`src/rtl/wave_defines.svh`:
```
`ifndef WAVE_DEFINES_SVH
`define WAVE_DEFINES_SVH

// Half-period and step counter width
`define WAVE_CNT_W 16

// Signed triangle level width
`define WAVE_TRI_W 16

// Unsigned gain, 8 fraction bits, 256 is unity
`define WAVE_GAIN_W 16
`define WAVE_GAIN_FRAC 8

// Signed output sample width
`define WAVE_OUT_W 16

`define WAVE_FIFO_DEPTH 8

// AXI4-Lite address width, data is 32 bits
`define WAVE_AXI_AW 8

`endif

```
`src/rtl/wave_pkg.sv`:
```
`include "wave_defines.svh"

package wave_pkg;

  // Word addresses of the register block
  typedef enum logic [`WAVE_AXI_AW-1:0] {
    CTRL   = 'h00,
    HALF   = 'h04,
    STEP   = 'h08,
    GAIN   = 'h0C,
    STATUS = 'h10
  } reg_addr_e;

  typedef enum logic {
    RELOAD,
    COUNTING
  } osc_state_e;

  typedef enum logic {
    UP,
    DOWN
  } osc_dir_e;

  // Control values from the register block
  typedef struct packed {
    logic                    enable;
    logic [`WAVE_CNT_W-1:0]  half;
    logic [`WAVE_CNT_W-1:0]  step;
    logic [`WAVE_GAIN_W-1:0] gain;
  } osc_cfg_t;

  // Oscillator level, valid pulses once per step
  typedef struct packed {
    logic                          valid;
    logic signed [`WAVE_TRI_W-1:0] level;
  } tri_sample_t;

  typedef struct packed {
    logic                          valid;
    logic signed [`WAVE_OUT_W-1:0] data;
  } out_sample_t;

endpackage

```
`src/rtl/wave_regs.sv`:
```
`timescale 1ns/100ps
`default_nettype none
`include "wave_defines.svh"

module wave_regs (
  input  logic                    clk,
  input  logic                    rst_n,

  input  logic [`WAVE_AXI_AW-1:0] s_axi_awaddr,
  input  logic                    s_axi_awvalid,
  output logic                    s_axi_awready,
  input  logic [31:0]             s_axi_wdata,
  input  logic [3:0]              s_axi_wstrb,
  input  logic                    s_axi_wvalid,
  output logic                    s_axi_wready,
  output logic [1:0]              s_axi_bresp,
  output logic                    s_axi_bvalid,
  input  logic                    s_axi_bready,
  input  logic [`WAVE_AXI_AW-1:0] s_axi_araddr,
  input  logic                    s_axi_arvalid,
  output logic                    s_axi_arready,
  output logic [31:0]             s_axi_rdata,
  output logic [1:0]              s_axi_rresp,
  output logic                    s_axi_rvalid,
  input  logic                    s_axi_rready,

  output wave_pkg::osc_cfg_t      cfg,
  input  logic                    overflow,
  input  logic [15:0]             sample_count,
  output logic                    clear_overflow
);

  wave_pkg::reg_addr_e wr_addr;
  wave_pkg::reg_addr_e rd_addr;
  logic                aw_start;
  logic                ar_start;
  logic                wr_en;
  logic                rd_en;
  logic [31:0]         wr_merged;
  logic [31:0]         rd_word;

  // Current value of a register word, unmapped reads as zero
  function automatic logic [31:0] reg_word(input wave_pkg::reg_addr_e addr,
                                           input wave_pkg::osc_cfg_t c,
                                           input logic ovf,
                                           input logic [15:0] cnt);
    case (addr)
      wave_pkg::CTRL:   return {31'b0, c.enable};
      wave_pkg::HALF:   return {{(32-`WAVE_CNT_W){1'b0}}, c.half};
      wave_pkg::STEP:   return {{(32-`WAVE_CNT_W){1'b0}}, c.step};
      wave_pkg::GAIN:   return {{(32-`WAVE_GAIN_W){1'b0}}, c.gain};
      wave_pkg::STATUS: return {cnt, 15'b0, ovf};
      default:          return 32'b0;
    endcase
  endfunction

  function automatic logic [31:0] apply_strb(input logic [31:0] old_val,
                                             input logic [31:0] new_val,
                                             input logic [3:0]  strb);
    logic [31:0] result;
    for (int i = 0; i < 4; i++) begin
      result[8*i +: 8] = strb[i] ? new_val[8*i +: 8] : old_val[8*i +: 8];
    end
    return result;
  endfunction

  // Word aligned decode
  assign wr_addr = wave_pkg::reg_addr_e'({s_axi_awaddr[`WAVE_AXI_AW-1:2], 2'b00});
  assign rd_addr = wave_pkg::reg_addr_e'({s_axi_araddr[`WAVE_AXI_AW-1:2], 2'b00});

  // One transaction in flight per direction
  assign aw_start = s_axi_awvalid && s_axi_wvalid && !s_axi_awready && !s_axi_bvalid;
  assign ar_start = s_axi_arvalid && !s_axi_arready && !s_axi_rvalid;
  assign wr_en    = s_axi_awready && s_axi_awvalid && s_axi_wvalid;
  assign rd_en    = s_axi_arready && s_axi_arvalid;

  assign wr_merged = apply_strb(reg_word(wr_addr, cfg, overflow, sample_count),
                                s_axi_wdata, s_axi_wstrb);
  assign rd_word   = reg_word(rd_addr, cfg, overflow, sample_count);

  // Always OKAY
  assign s_axi_bresp = 2'b00;
  assign s_axi_rresp = 2'b00;

  always_ff @(posedge clk or negedge rst_n) begin
    if (!rst_n) begin
      s_axi_awready  <= 1'b0;
      s_axi_wready   <= 1'b0;
      s_axi_bvalid   <= 1'b0;
      s_axi_arready  <= 1'b0;
      s_axi_rvalid   <= 1'b0;
      cfg            <= '0;
      clear_overflow <= 1'b0;
    end else begin
      s_axi_awready  <= aw_start;
      s_axi_wready   <= aw_start;
      s_axi_arready  <= ar_start;
      clear_overflow <= 1'b0;

      if (wr_en) begin
        s_axi_bvalid <= 1'b1;
      end else if (s_axi_bready) begin
        s_axi_bvalid <= 1'b0;
      end

      if (rd_en) begin
        s_axi_rvalid <= 1'b1;
      end else if (s_axi_rready) begin
        s_axi_rvalid <= 1'b0;
      end

      if (wr_en) begin
        case (wr_addr)
          wave_pkg::CTRL:   cfg.enable <= wr_merged[0];
          wave_pkg::HALF:   cfg.half   <= wr_merged[`WAVE_CNT_W-1:0];
          wave_pkg::STEP:   cfg.step   <= wr_merged[`WAVE_CNT_W-1:0];
          wave_pkg::GAIN:   cfg.gain   <= wr_merged[`WAVE_GAIN_W-1:0];
          // Write one to clear
          wave_pkg::STATUS: clear_overflow <= s_axi_wstrb[0] && s_axi_wdata[0];
          default: ;
        endcase
      end
    end
  end

  always_ff @(posedge clk) begin
    if (rd_en) begin
      s_axi_rdata <= rd_word;
    end
  end

endmodule

`default_nettype wire

```
`src/rtl/osc_triangle.sv`:
```
`timescale 1ns/100ps
`default_nettype none
`include "wave_defines.svh"

module osc_triangle (
  input  logic                  clk,
  input  logic                  rst_n,
  input  wave_pkg::osc_cfg_t    cfg,
  output wave_pkg::tri_sample_t tri_out
);

  localparam logic signed [`WAVE_TRI_W-1:0] level_low = {1'b1, {(`WAVE_TRI_W-1){1'b0}}};

  wave_pkg::osc_state_e          state;
  wave_pkg::osc_dir_e            dir;
  logic [`WAVE_CNT_W-1:0]        half_q;
  logic [`WAVE_CNT_W-1:0]        step_q;
  logic [`WAVE_CNT_W-1:0]        half_cnt;
  logic [`WAVE_CNT_W-1:0]        step_cnt;
  logic signed [`WAVE_TRI_W-1:0] level;
  logic                          valid_q;
  logic                          half_done;
  logic                          step_hit;

  assign half_done = (half_cnt == half_q - `WAVE_CNT_W'(1));
  assign step_hit  = (step_cnt == step_q);

  assign tri_out = '{valid: valid_q, level: level};

  always_ff @(posedge clk or negedge rst_n) begin
    if (!rst_n) begin
      state    <= wave_pkg::RELOAD;
      dir      <= wave_pkg::UP;
      half_q   <= '0;
      step_q   <= '0;
      half_cnt <= '0;
      step_cnt <= '0;
      level    <= '0;
      valid_q  <= 1'b0;
    end else begin
      valid_q <= 1'b0;

      case (state)
        wave_pkg::RELOAD: begin
          // Half and step only change at the start of a period
          if (cfg.enable) begin
            half_q   <= cfg.half;
            step_q   <= cfg.step;
            level    <= level_low;
            half_cnt <= '0;
            step_cnt <= '0;
            dir      <= wave_pkg::UP;
            state    <= wave_pkg::COUNTING;
          end
        end

        wave_pkg::COUNTING: begin
          if (!cfg.enable) begin
            state <= wave_pkg::RELOAD;
          end else begin
            half_cnt <= half_cnt + `WAVE_CNT_W'(1);
            step_cnt <= step_cnt + `WAVE_CNT_W'(1);

            if (step_hit) begin
              step_cnt <= '0;
              valid_q  <= 1'b1;
              if (dir == wave_pkg::UP) begin
                level <= level + `WAVE_TRI_W'(1);
              end else begin
                level <= level - `WAVE_TRI_W'(1);
              end
            end

            // End of a half period
            if (half_done) begin
              half_cnt <= '0;
              step_cnt <= '0;
              if (dir == wave_pkg::UP) begin
                dir <= wave_pkg::DOWN;
              end else begin
                state <= wave_pkg::RELOAD;
              end
            end
          end
        end

        default: state <= wave_pkg::RELOAD;
      endcase
    end
  end

endmodule

`default_nettype wire

```
`src/rtl/osc_gain.sv`:
```
`timescale 1ns/100ps
`default_nettype none
`include "wave_defines.svh"

module osc_gain (
  input  logic                    clk,
  input  logic                    rst_n,
  input  logic [`WAVE_GAIN_W-1:0] gain,
  input  wave_pkg::tri_sample_t   tri_in,
  output wave_pkg::out_sample_t   smp_out
);

  localparam int prod_w = `WAVE_TRI_W + `WAVE_GAIN_W + 1;

  localparam logic signed [prod_w-1:0] sat_max =
    {{(prod_w-`WAVE_OUT_W+1){1'b0}}, {(`WAVE_OUT_W-1){1'b1}}};
  localparam logic signed [prod_w-1:0] sat_min =
    {{(prod_w-`WAVE_OUT_W+1){1'b1}}, {(`WAVE_OUT_W-1){1'b0}}};

  logic signed [prod_w-1:0]      product;
  logic signed [prod_w-1:0]      scaled;
  logic signed [`WAVE_OUT_W-1:0] sat;
  logic signed [`WAVE_OUT_W-1:0] data_q;
  logic                          valid_q;

  // Gain is unsigned, zero extend before the signed multiply
  assign product = $signed(tri_in.level) * $signed({1'b0, gain});
  assign scaled  = product >>> `WAVE_GAIN_FRAC;

  always_comb begin
    if (scaled > sat_max) begin
      sat = sat_max[`WAVE_OUT_W-1:0];
    end else if (scaled < sat_min) begin
      sat = sat_min[`WAVE_OUT_W-1:0];
    end else begin
      sat = scaled[`WAVE_OUT_W-1:0];
    end
  end

  always_ff @(posedge clk or negedge rst_n) begin
    if (!rst_n) begin
      valid_q <= 1'b0;
    end else begin
      valid_q <= tri_in.valid;
    end
  end

  always_ff @(posedge clk) begin
    if (tri_in.valid) begin
      data_q <= sat;
    end
  end

  assign smp_out = '{valid: valid_q, data: data_q};

endmodule

`default_nettype wire

```
`src/rtl/sample_fifo.sv`:
```
`timescale 1ns/100ps
`default_nettype none
`include "wave_defines.svh"

module sample_fifo (
  input  logic                          clk,
  input  logic                          rst_n,
  input  wave_pkg::out_sample_t         smp_in,
  output logic                          out_valid,
  output logic signed [`WAVE_OUT_W-1:0] out_data,
  input  logic                          out_ready,
  input  logic                          clear_overflow,
  output logic                          overflow,
  output logic [15:0]                   sample_count
);

  localparam int ptr_w = $clog2(`WAVE_FIFO_DEPTH);
  localparam int cnt_w = $clog2(`WAVE_FIFO_DEPTH + 1);

  logic signed [`WAVE_OUT_W-1:0] mem [`WAVE_FIFO_DEPTH];
  logic [ptr_w-1:0]              wr_ptr;
  logic [ptr_w-1:0]              rd_ptr;
  logic [cnt_w-1:0]              fill;
  logic                          full;
  logic                          push;
  logic                          pop;
  logic                          drop;

  function automatic logic [ptr_w-1:0] ptr_next(input logic [ptr_w-1:0] p);
    return (p == ptr_w'(`WAVE_FIFO_DEPTH - 1)) ? '0 : p + ptr_w'(1);
  endfunction

  assign full      = (fill == cnt_w'(`WAVE_FIFO_DEPTH));
  assign out_valid = (fill != '0);
  // Head entry is a register, no path from the input
  assign out_data  = mem[rd_ptr];

  assign pop  = out_valid && out_ready;
  assign push = smp_in.valid && (!full || pop);
  assign drop = smp_in.valid && full && !pop;

  always_ff @(posedge clk or negedge rst_n) begin
    if (!rst_n) begin
      wr_ptr       <= '0;
      rd_ptr       <= '0;
      fill         <= '0;
      overflow     <= 1'b0;
      sample_count <= '0;
    end else begin
      if (push) begin
        wr_ptr       <= ptr_next(wr_ptr);
        sample_count <= sample_count + 16'd1;
      end
      if (pop) begin
        rd_ptr <= ptr_next(rd_ptr);
      end
      if (push && !pop) begin
        fill <= fill + cnt_w'(1);
      end else if (pop && !push) begin
        fill <= fill - cnt_w'(1);
      end

      // A new drop wins over a clear in the same cycle
      if (drop) begin
        overflow <= 1'b1;
      end else if (clear_overflow) begin
        overflow <= 1'b0;
      end
    end
  end

  always_ff @(posedge clk) begin
    if (push) begin
      mem[wr_ptr] <= smp_in.data;
    end
  end

endmodule

`default_nettype wire

```
`src/rtl/wave_gen_top.sv`:
```
`timescale 1ns/100ps
`default_nettype none
`include "wave_defines.svh"

module wave_gen_top (
  input  logic                          clk,
  input  logic                          rst_n,

  input  logic [`WAVE_AXI_AW-1:0]       s_axi_awaddr,
  input  logic                          s_axi_awvalid,
  output logic                          s_axi_awready,
  input  logic [31:0]                   s_axi_wdata,
  input  logic [3:0]                    s_axi_wstrb,
  input  logic                          s_axi_wvalid,
  output logic                          s_axi_wready,
  output logic [1:0]                    s_axi_bresp,
  output logic                          s_axi_bvalid,
  input  logic                          s_axi_bready,
  input  logic [`WAVE_AXI_AW-1:0]       s_axi_araddr,
  input  logic                          s_axi_arvalid,
  output logic                          s_axi_arready,
  output logic [31:0]                   s_axi_rdata,
  output logic [1:0]                    s_axi_rresp,
  output logic                          s_axi_rvalid,
  input  logic                          s_axi_rready,

  output logic                          out_valid,
  output logic signed [`WAVE_OUT_W-1:0] out_data,
  input  logic                          out_ready
);

  wave_pkg::osc_cfg_t    cfg;
  wave_pkg::tri_sample_t tri_sample;
  wave_pkg::out_sample_t gain_sample;
  logic                  overflow;
  logic [15:0]           sample_count;
  logic                  clear_overflow;

  wave_regs i_wave_regs (
    .clk            (clk),
    .rst_n          (rst_n),
    .s_axi_awaddr   (s_axi_awaddr),
    .s_axi_awvalid  (s_axi_awvalid),
    .s_axi_awready  (s_axi_awready),
    .s_axi_wdata    (s_axi_wdata),
    .s_axi_wstrb    (s_axi_wstrb),
    .s_axi_wvalid   (s_axi_wvalid),
    .s_axi_wready   (s_axi_wready),
    .s_axi_bresp    (s_axi_bresp),
    .s_axi_bvalid   (s_axi_bvalid),
    .s_axi_bready   (s_axi_bready),
    .s_axi_araddr   (s_axi_araddr),
    .s_axi_arvalid  (s_axi_arvalid),
    .s_axi_arready  (s_axi_arready),
    .s_axi_rdata    (s_axi_rdata),
    .s_axi_rresp    (s_axi_rresp),
    .s_axi_rvalid   (s_axi_rvalid),
    .s_axi_rready   (s_axi_rready),
    .cfg            (cfg),
    .overflow       (overflow),
    .sample_count   (sample_count),
    .clear_overflow (clear_overflow)
  );

  osc_triangle i_osc_triangle (
    .clk     (clk),
    .rst_n   (rst_n),
    .cfg     (cfg),
    .tri_out (tri_sample)
  );

  osc_gain i_osc_gain (
    .clk     (clk),
    .rst_n   (rst_n),
    .gain    (cfg.gain),
    .tri_in  (tri_sample),
    .smp_out (gain_sample)
  );

  sample_fifo i_sample_fifo (
    .clk            (clk),
    .rst_n          (rst_n),
    .smp_in         (gain_sample),
    .out_valid      (out_valid),
    .out_data       (out_data),
    .out_ready      (out_ready),
    .clear_overflow (clear_overflow),
    .overflow       (overflow),
    .sample_count   (sample_count)
  );

endmodule

`default_nettype wire

```
`config.mk`:
```
export PLATFORM = sky130hd
export DESIGN_NAME = wave_gen_top
export DESIGN_NICKNAME = d
export VERILOG_FILES = /design/src/rtl/wave_pkg.sv /design/src/rtl/wave_regs.sv /design/src/rtl/osc_triangle.sv /design/src/rtl/osc_gain.sv /design/src/rtl/sample_fifo.sv /design/src/rtl/wave_gen_top.sv
export VERILOG_INCLUDE_DIRS = /design/src /design/src/rtl
export SDC_FILE = /design/constraint.sdc
export NUM_CORES = 1
export LEC_CHECK = 0
export BUFFER_PORTS_ARGS = -buffer_cell sky130_fd_sc_hd__buf_2
export CAP_MARGIN = 10
export CORE_UTILIZATION = 45
export DETAILED_ROUTE_END_ITERATION = 12
export PLACE_DENSITY_LB_ADDON = 0.25
export SLEW_MARGIN = 25
export SYNTH_ARGS = -nofsm -noshare
export SYNTH_HDL_FRONTEND = slang
export SYNTH_SLANG_ARGS = --single-unit
export TNS_END_PERCENT = 50
```
`constraint.sdc`:
```
create_clock -name clk -period 16.92 [get_ports clk]
set_clock_uncertainty 0.05 [all_clocks]
set_input_delay 4.23 -clock clk [delete_from_list [all_inputs] [get_ports clk]]
set_output_delay 4.23 -clock clk [all_outputs]
set_load 0.02 [all_outputs]
```
==> metrics <==
status complete, no violations; violation count after the first detailed-route iteration about 940; CTS clock-pin slew for the worst setup and hold paths about 0.06 ns; Max Fclk 128 MHz; Hold EP i_wave_regs.s_axi_arready; ys async rst share 48.4%; DR WL/cell 18.2 um; sw frac a little under a third; Reg2Reg Depth 22; largest net degree at the start of global routing 98; Core Footprint approximately 0.054 mm2; PwrDens between 90 and 100 mW/mm2; post-route setup TNS 0 ns; Via density 5.44; Mapped Cells 2,236; xor and xnor area share after synthesis around 3.7%; Max Cap Viol 0; Distinct cells, synth 80; drt total wl around 54,000 um; internal power 1.74 mW; Final Hold Viols 0; deepest level of the CTS H-tree 2; fillers 4,718; grt total ovfl 0; RSZ-0062 raised after global routing false; Starting Density 45.5%; Yosys warnings 0; crit share post-route 46.1%; CTS tree yes; Leak approximately 12 nW; number of setup violations in the final report 0; Final Wtd Congestion 0.870; VDD IR-drop max between 70 and 80 uV; Avg Synthesized Cell Area 10.9 um2; DRT antenna net count 0; final hold slack 0.398 ns; post-layout instance area around 0.027 mm2; adder-cell share of the synthesized area around a quarter; CP required 17.29 ns; CP max FO 19; via count 16,300; Post-synth EDFFs 176; Synth Register Bits 341; Die Area approximately 0.055 mm2; Pre-antenna DRT Iters 5; Worst Setup End Kind register; CP arrival 8.17 ns; max-slew violations 0; # DRC 0; buffers added on ports 91; Netlist Area Pre-Place 0.0244 mm2; # hold bufs at CTS 0; Clock power frac a little under a third; ant diodes 0; max_slew headroom 34.9%; Synth Flop Type edfxtp_1; worst min path class reg2reg; P_sw ~0.81 mW; worst-margin pin slew 0.973 ns; first-pass GRT wire length 89,300 um; post-cts resize count 0; P&R area growth vs syn 9.27%; CTS root buf clkbuf_16; DP HPWL 38,600 um; Cell Rows 85; Die H 235 um; clk_lat worst skew about 0.57 ns; area share of and/or/nand/nor cells after synthesis 13.1%; Synth Area in Compound Gates 7.97%; WS Path Type reg2reg; hold_sp i_wave_regs.s_axi_arready; clk sinks ~340; CTS Buf Count 37; sequential share of power 44.8%; main combinational cell family by area after synthesis adder cells; reg2reg start i_wave_regs.cfg[5]; number of post-CTS setup repair buffers 0; Die W 235 um; share of cells above drive strength 1 13.7%; Nets 2,670; initial antenna violation count 1; CP startpoint kind register; Clock Path Buffers 3; sequential cell area 0.00942 mm2; min Tclk post-route 7.80 ns; Critical R2R Capture i_osc_gain.data_q[13]; Multi-input gate area 0.0136 mm2; Boundary Pins ~120; post-synthesis mux area share 7.16%; Cells on Worst Hold Path 1; Area after DPL 0.0255 mm2; vias in the first global route roughly 17,000; flop2flop setup slack 9.12 ns; Comb pwr share about a quarter; Seq/Total Area, Yosys 38.5%; All-Layer GR Usage between 20% and 30%
[worst max-delay path by stage]
stage	startpoint	endpoint	slack, ns	depth (start not counted)
floorplan	i_wave_regs.cfg[7]	i_osc_gain.data_q[14]	10.05	25
global placement	i_wave_regs.cfg[6]	i_osc_gain.data_q[13]	9.28	22
detailed placement	i_wave_regs.cfg[5]	i_osc_gain.data_q[13]	9.16	22
CTS	i_wave_regs.cfg[5]	i_osc_gain.data_q[13]	9.13	22
global route	i_wave_regs.cfg[5]	i_osc_gain.data_q[13]	8.73	22
finish	i_wave_regs.cfg[5]	i_osc_gain.data_q[13]	9.12	22
[cell usage after synthesis, types with 8 or more instances]
master | count | area, um2
xnor2_1 | 54 | 473
clkbuf_1 | 97 | 364
ha_1 | 144 | 1800
and3_1 | 19 | 119
dfrtp_1 | 165 | 4130
a21oi_1 | 81 | 405
nor2b_1 | 11 | 68.8
xor2_1 | 49 | 429
nand2b_1 | 24 | 150
nand2_1 | 218 | 818
mux4_2 | 33 | 743
edfxtp_1 | 176 | 5290
a22oi_1 | 31 | 233
inv_1 | 269 | 1010
o21ai_0 | 63 | 315
nor4_1 | 10 | 62.6
mux2_2 | 83 | 935
nand4_1 | 18 | 113
a21o_1 | 35 | 263
nand3_1 | 29 | 145
or3_1 | 8 | 50.1
nor2_1 | 113 | 424
fa_1 | 195 | 3900
nor3_1 | 35 | 175
and2_1 | 140 | 876
[routing by layer]
| layer | track usage [%] | vias to the layer above | wire length, um |
|---|---|---|---|
| met5 | 0 | - | 0 |
| met4 | 6.14 | 0 | 1380 |
| met3 | 3.08 | 78 | 2560 |
| met2 | 33.1 | 358 | 26000 |
| met1 | 27.9 | 8270 | 24500 |
| li1 | - | 7564 | - |
[state kept, by name, indices dropped and copies added (netlist names), 3 cells and up]
signal,count
i_osc_triangle.step_cnt,16
i_osc_triangle.level,16
i_sample_fifo.sample_count,16
i_sample_fifo.fill,4
i_osc_triangle.half_q,16
i_sample_fifo.mem,128
i_osc_gain.data_q,16
i_osc_triangle.half_cnt,16
i_osc_triangle.step_q,16
i_wave_regs.s_axi_rdata,32
i_sample_fifo.wr_ptr,3
i_sample_fifo.rd_ptr,3
i_wave_regs.cfg,49
[layout by cell type, fill, tap and decap left out, types with 8 or more instances in the layout]
cell type  Yosys  layout
a21o_1        35      35
buf_2          4      90
clkbuf_16      0      38
mux2_2        83      83
a21oi_1       81      81
nand2_1      218     218
nand3_1       29      28
nand2b_1      24      24
clkbuf_1      97      11
nand4_1       18      18
ha_1         144     144
edfxtp_1     176     176
or3_1          8       8
xor2_1        49      49
and3_1        19      19
a22oi_1       31      31
dfrtp_1      165     163
nor2_1       113     112
inv_1        269     269
nor2b_1       11      10
o21ai_0       63      63
buf_4          6      16
mux4_2        33      33
nor3_1        35      31
xnor2_1       54      54
nor4_1        10       8
fa_1         195     195
and2_1       140     139
[stage by stage]
step	power [mW]	std cells	utilization, %	worst slack, ns
global placement	1.74	2926	47.4	9.28
CTS	2.57	2991	49.6	9.13
finish	2.54	2993	49.7	9.12
floorplan	1.58	2239	-	10.05
detailed placement	1.76	2926	47.4	9.16
global route	2.67	2993	49.7	8.73
[critical path, cell delays in order (launching register included)]
cell and delay, ns:
dfrtp_1 0.72, and2_1 0.33, fa_1 0.53, inv_1 0.05, fa_1 0.56, fa_1 0.44
fa_1 0.50, inv_1 0.06, fa_1 0.53, inv_1 0.06, fa_1 0.53, inv_1 0.04
ha_1 0.32, nand2_1 0.10, nor4_1 0.37, a2bb2oi_2 0.19, a211o_1 0.34, a31oi_1 0.28
nor2_1 0.09, a311oi_1 0.42, nand2_1 0.16, o41ai_4 0.72, a31o_1 0.25
[layout make-up]
cell class                 instances  share of cell area (%)
sequential                       341                    35.3
clock buffer                      53                    3.92
tap                              696                    3.26
inverter                         272                    3.83
clock inverter                    12                   0.525
timing repair buffer             109                    2.28
multi-input combinational       1510                    50.9
[logic make-up (layout without fill, tap and decap cells)]
family	count (synthesis)	count (layout)
compound gates	291	291
xor+xnor	103	103
fa+ha+maj	339	339
buf+inv	388	446
flops	341	341
mux	123	123
other cells	1	4
simple gates	650	650
[power by group through the flow]
stage / Sequential (mW) / Clock (mW) / Combinational (mW)
floorplan: 1.08 / 0 / 0.500
global placement: 1.15 / 0 / 0.589
detailed placement: 1.16 / 0 / 0.603
CTS: 1.14 / 0.820 / 0.608
global route: 1.16 / 0.852 / 0.661
finish: 1.14 / 0.803 / 0.601
Note: power is estimated with default switching activity, not from simulation.
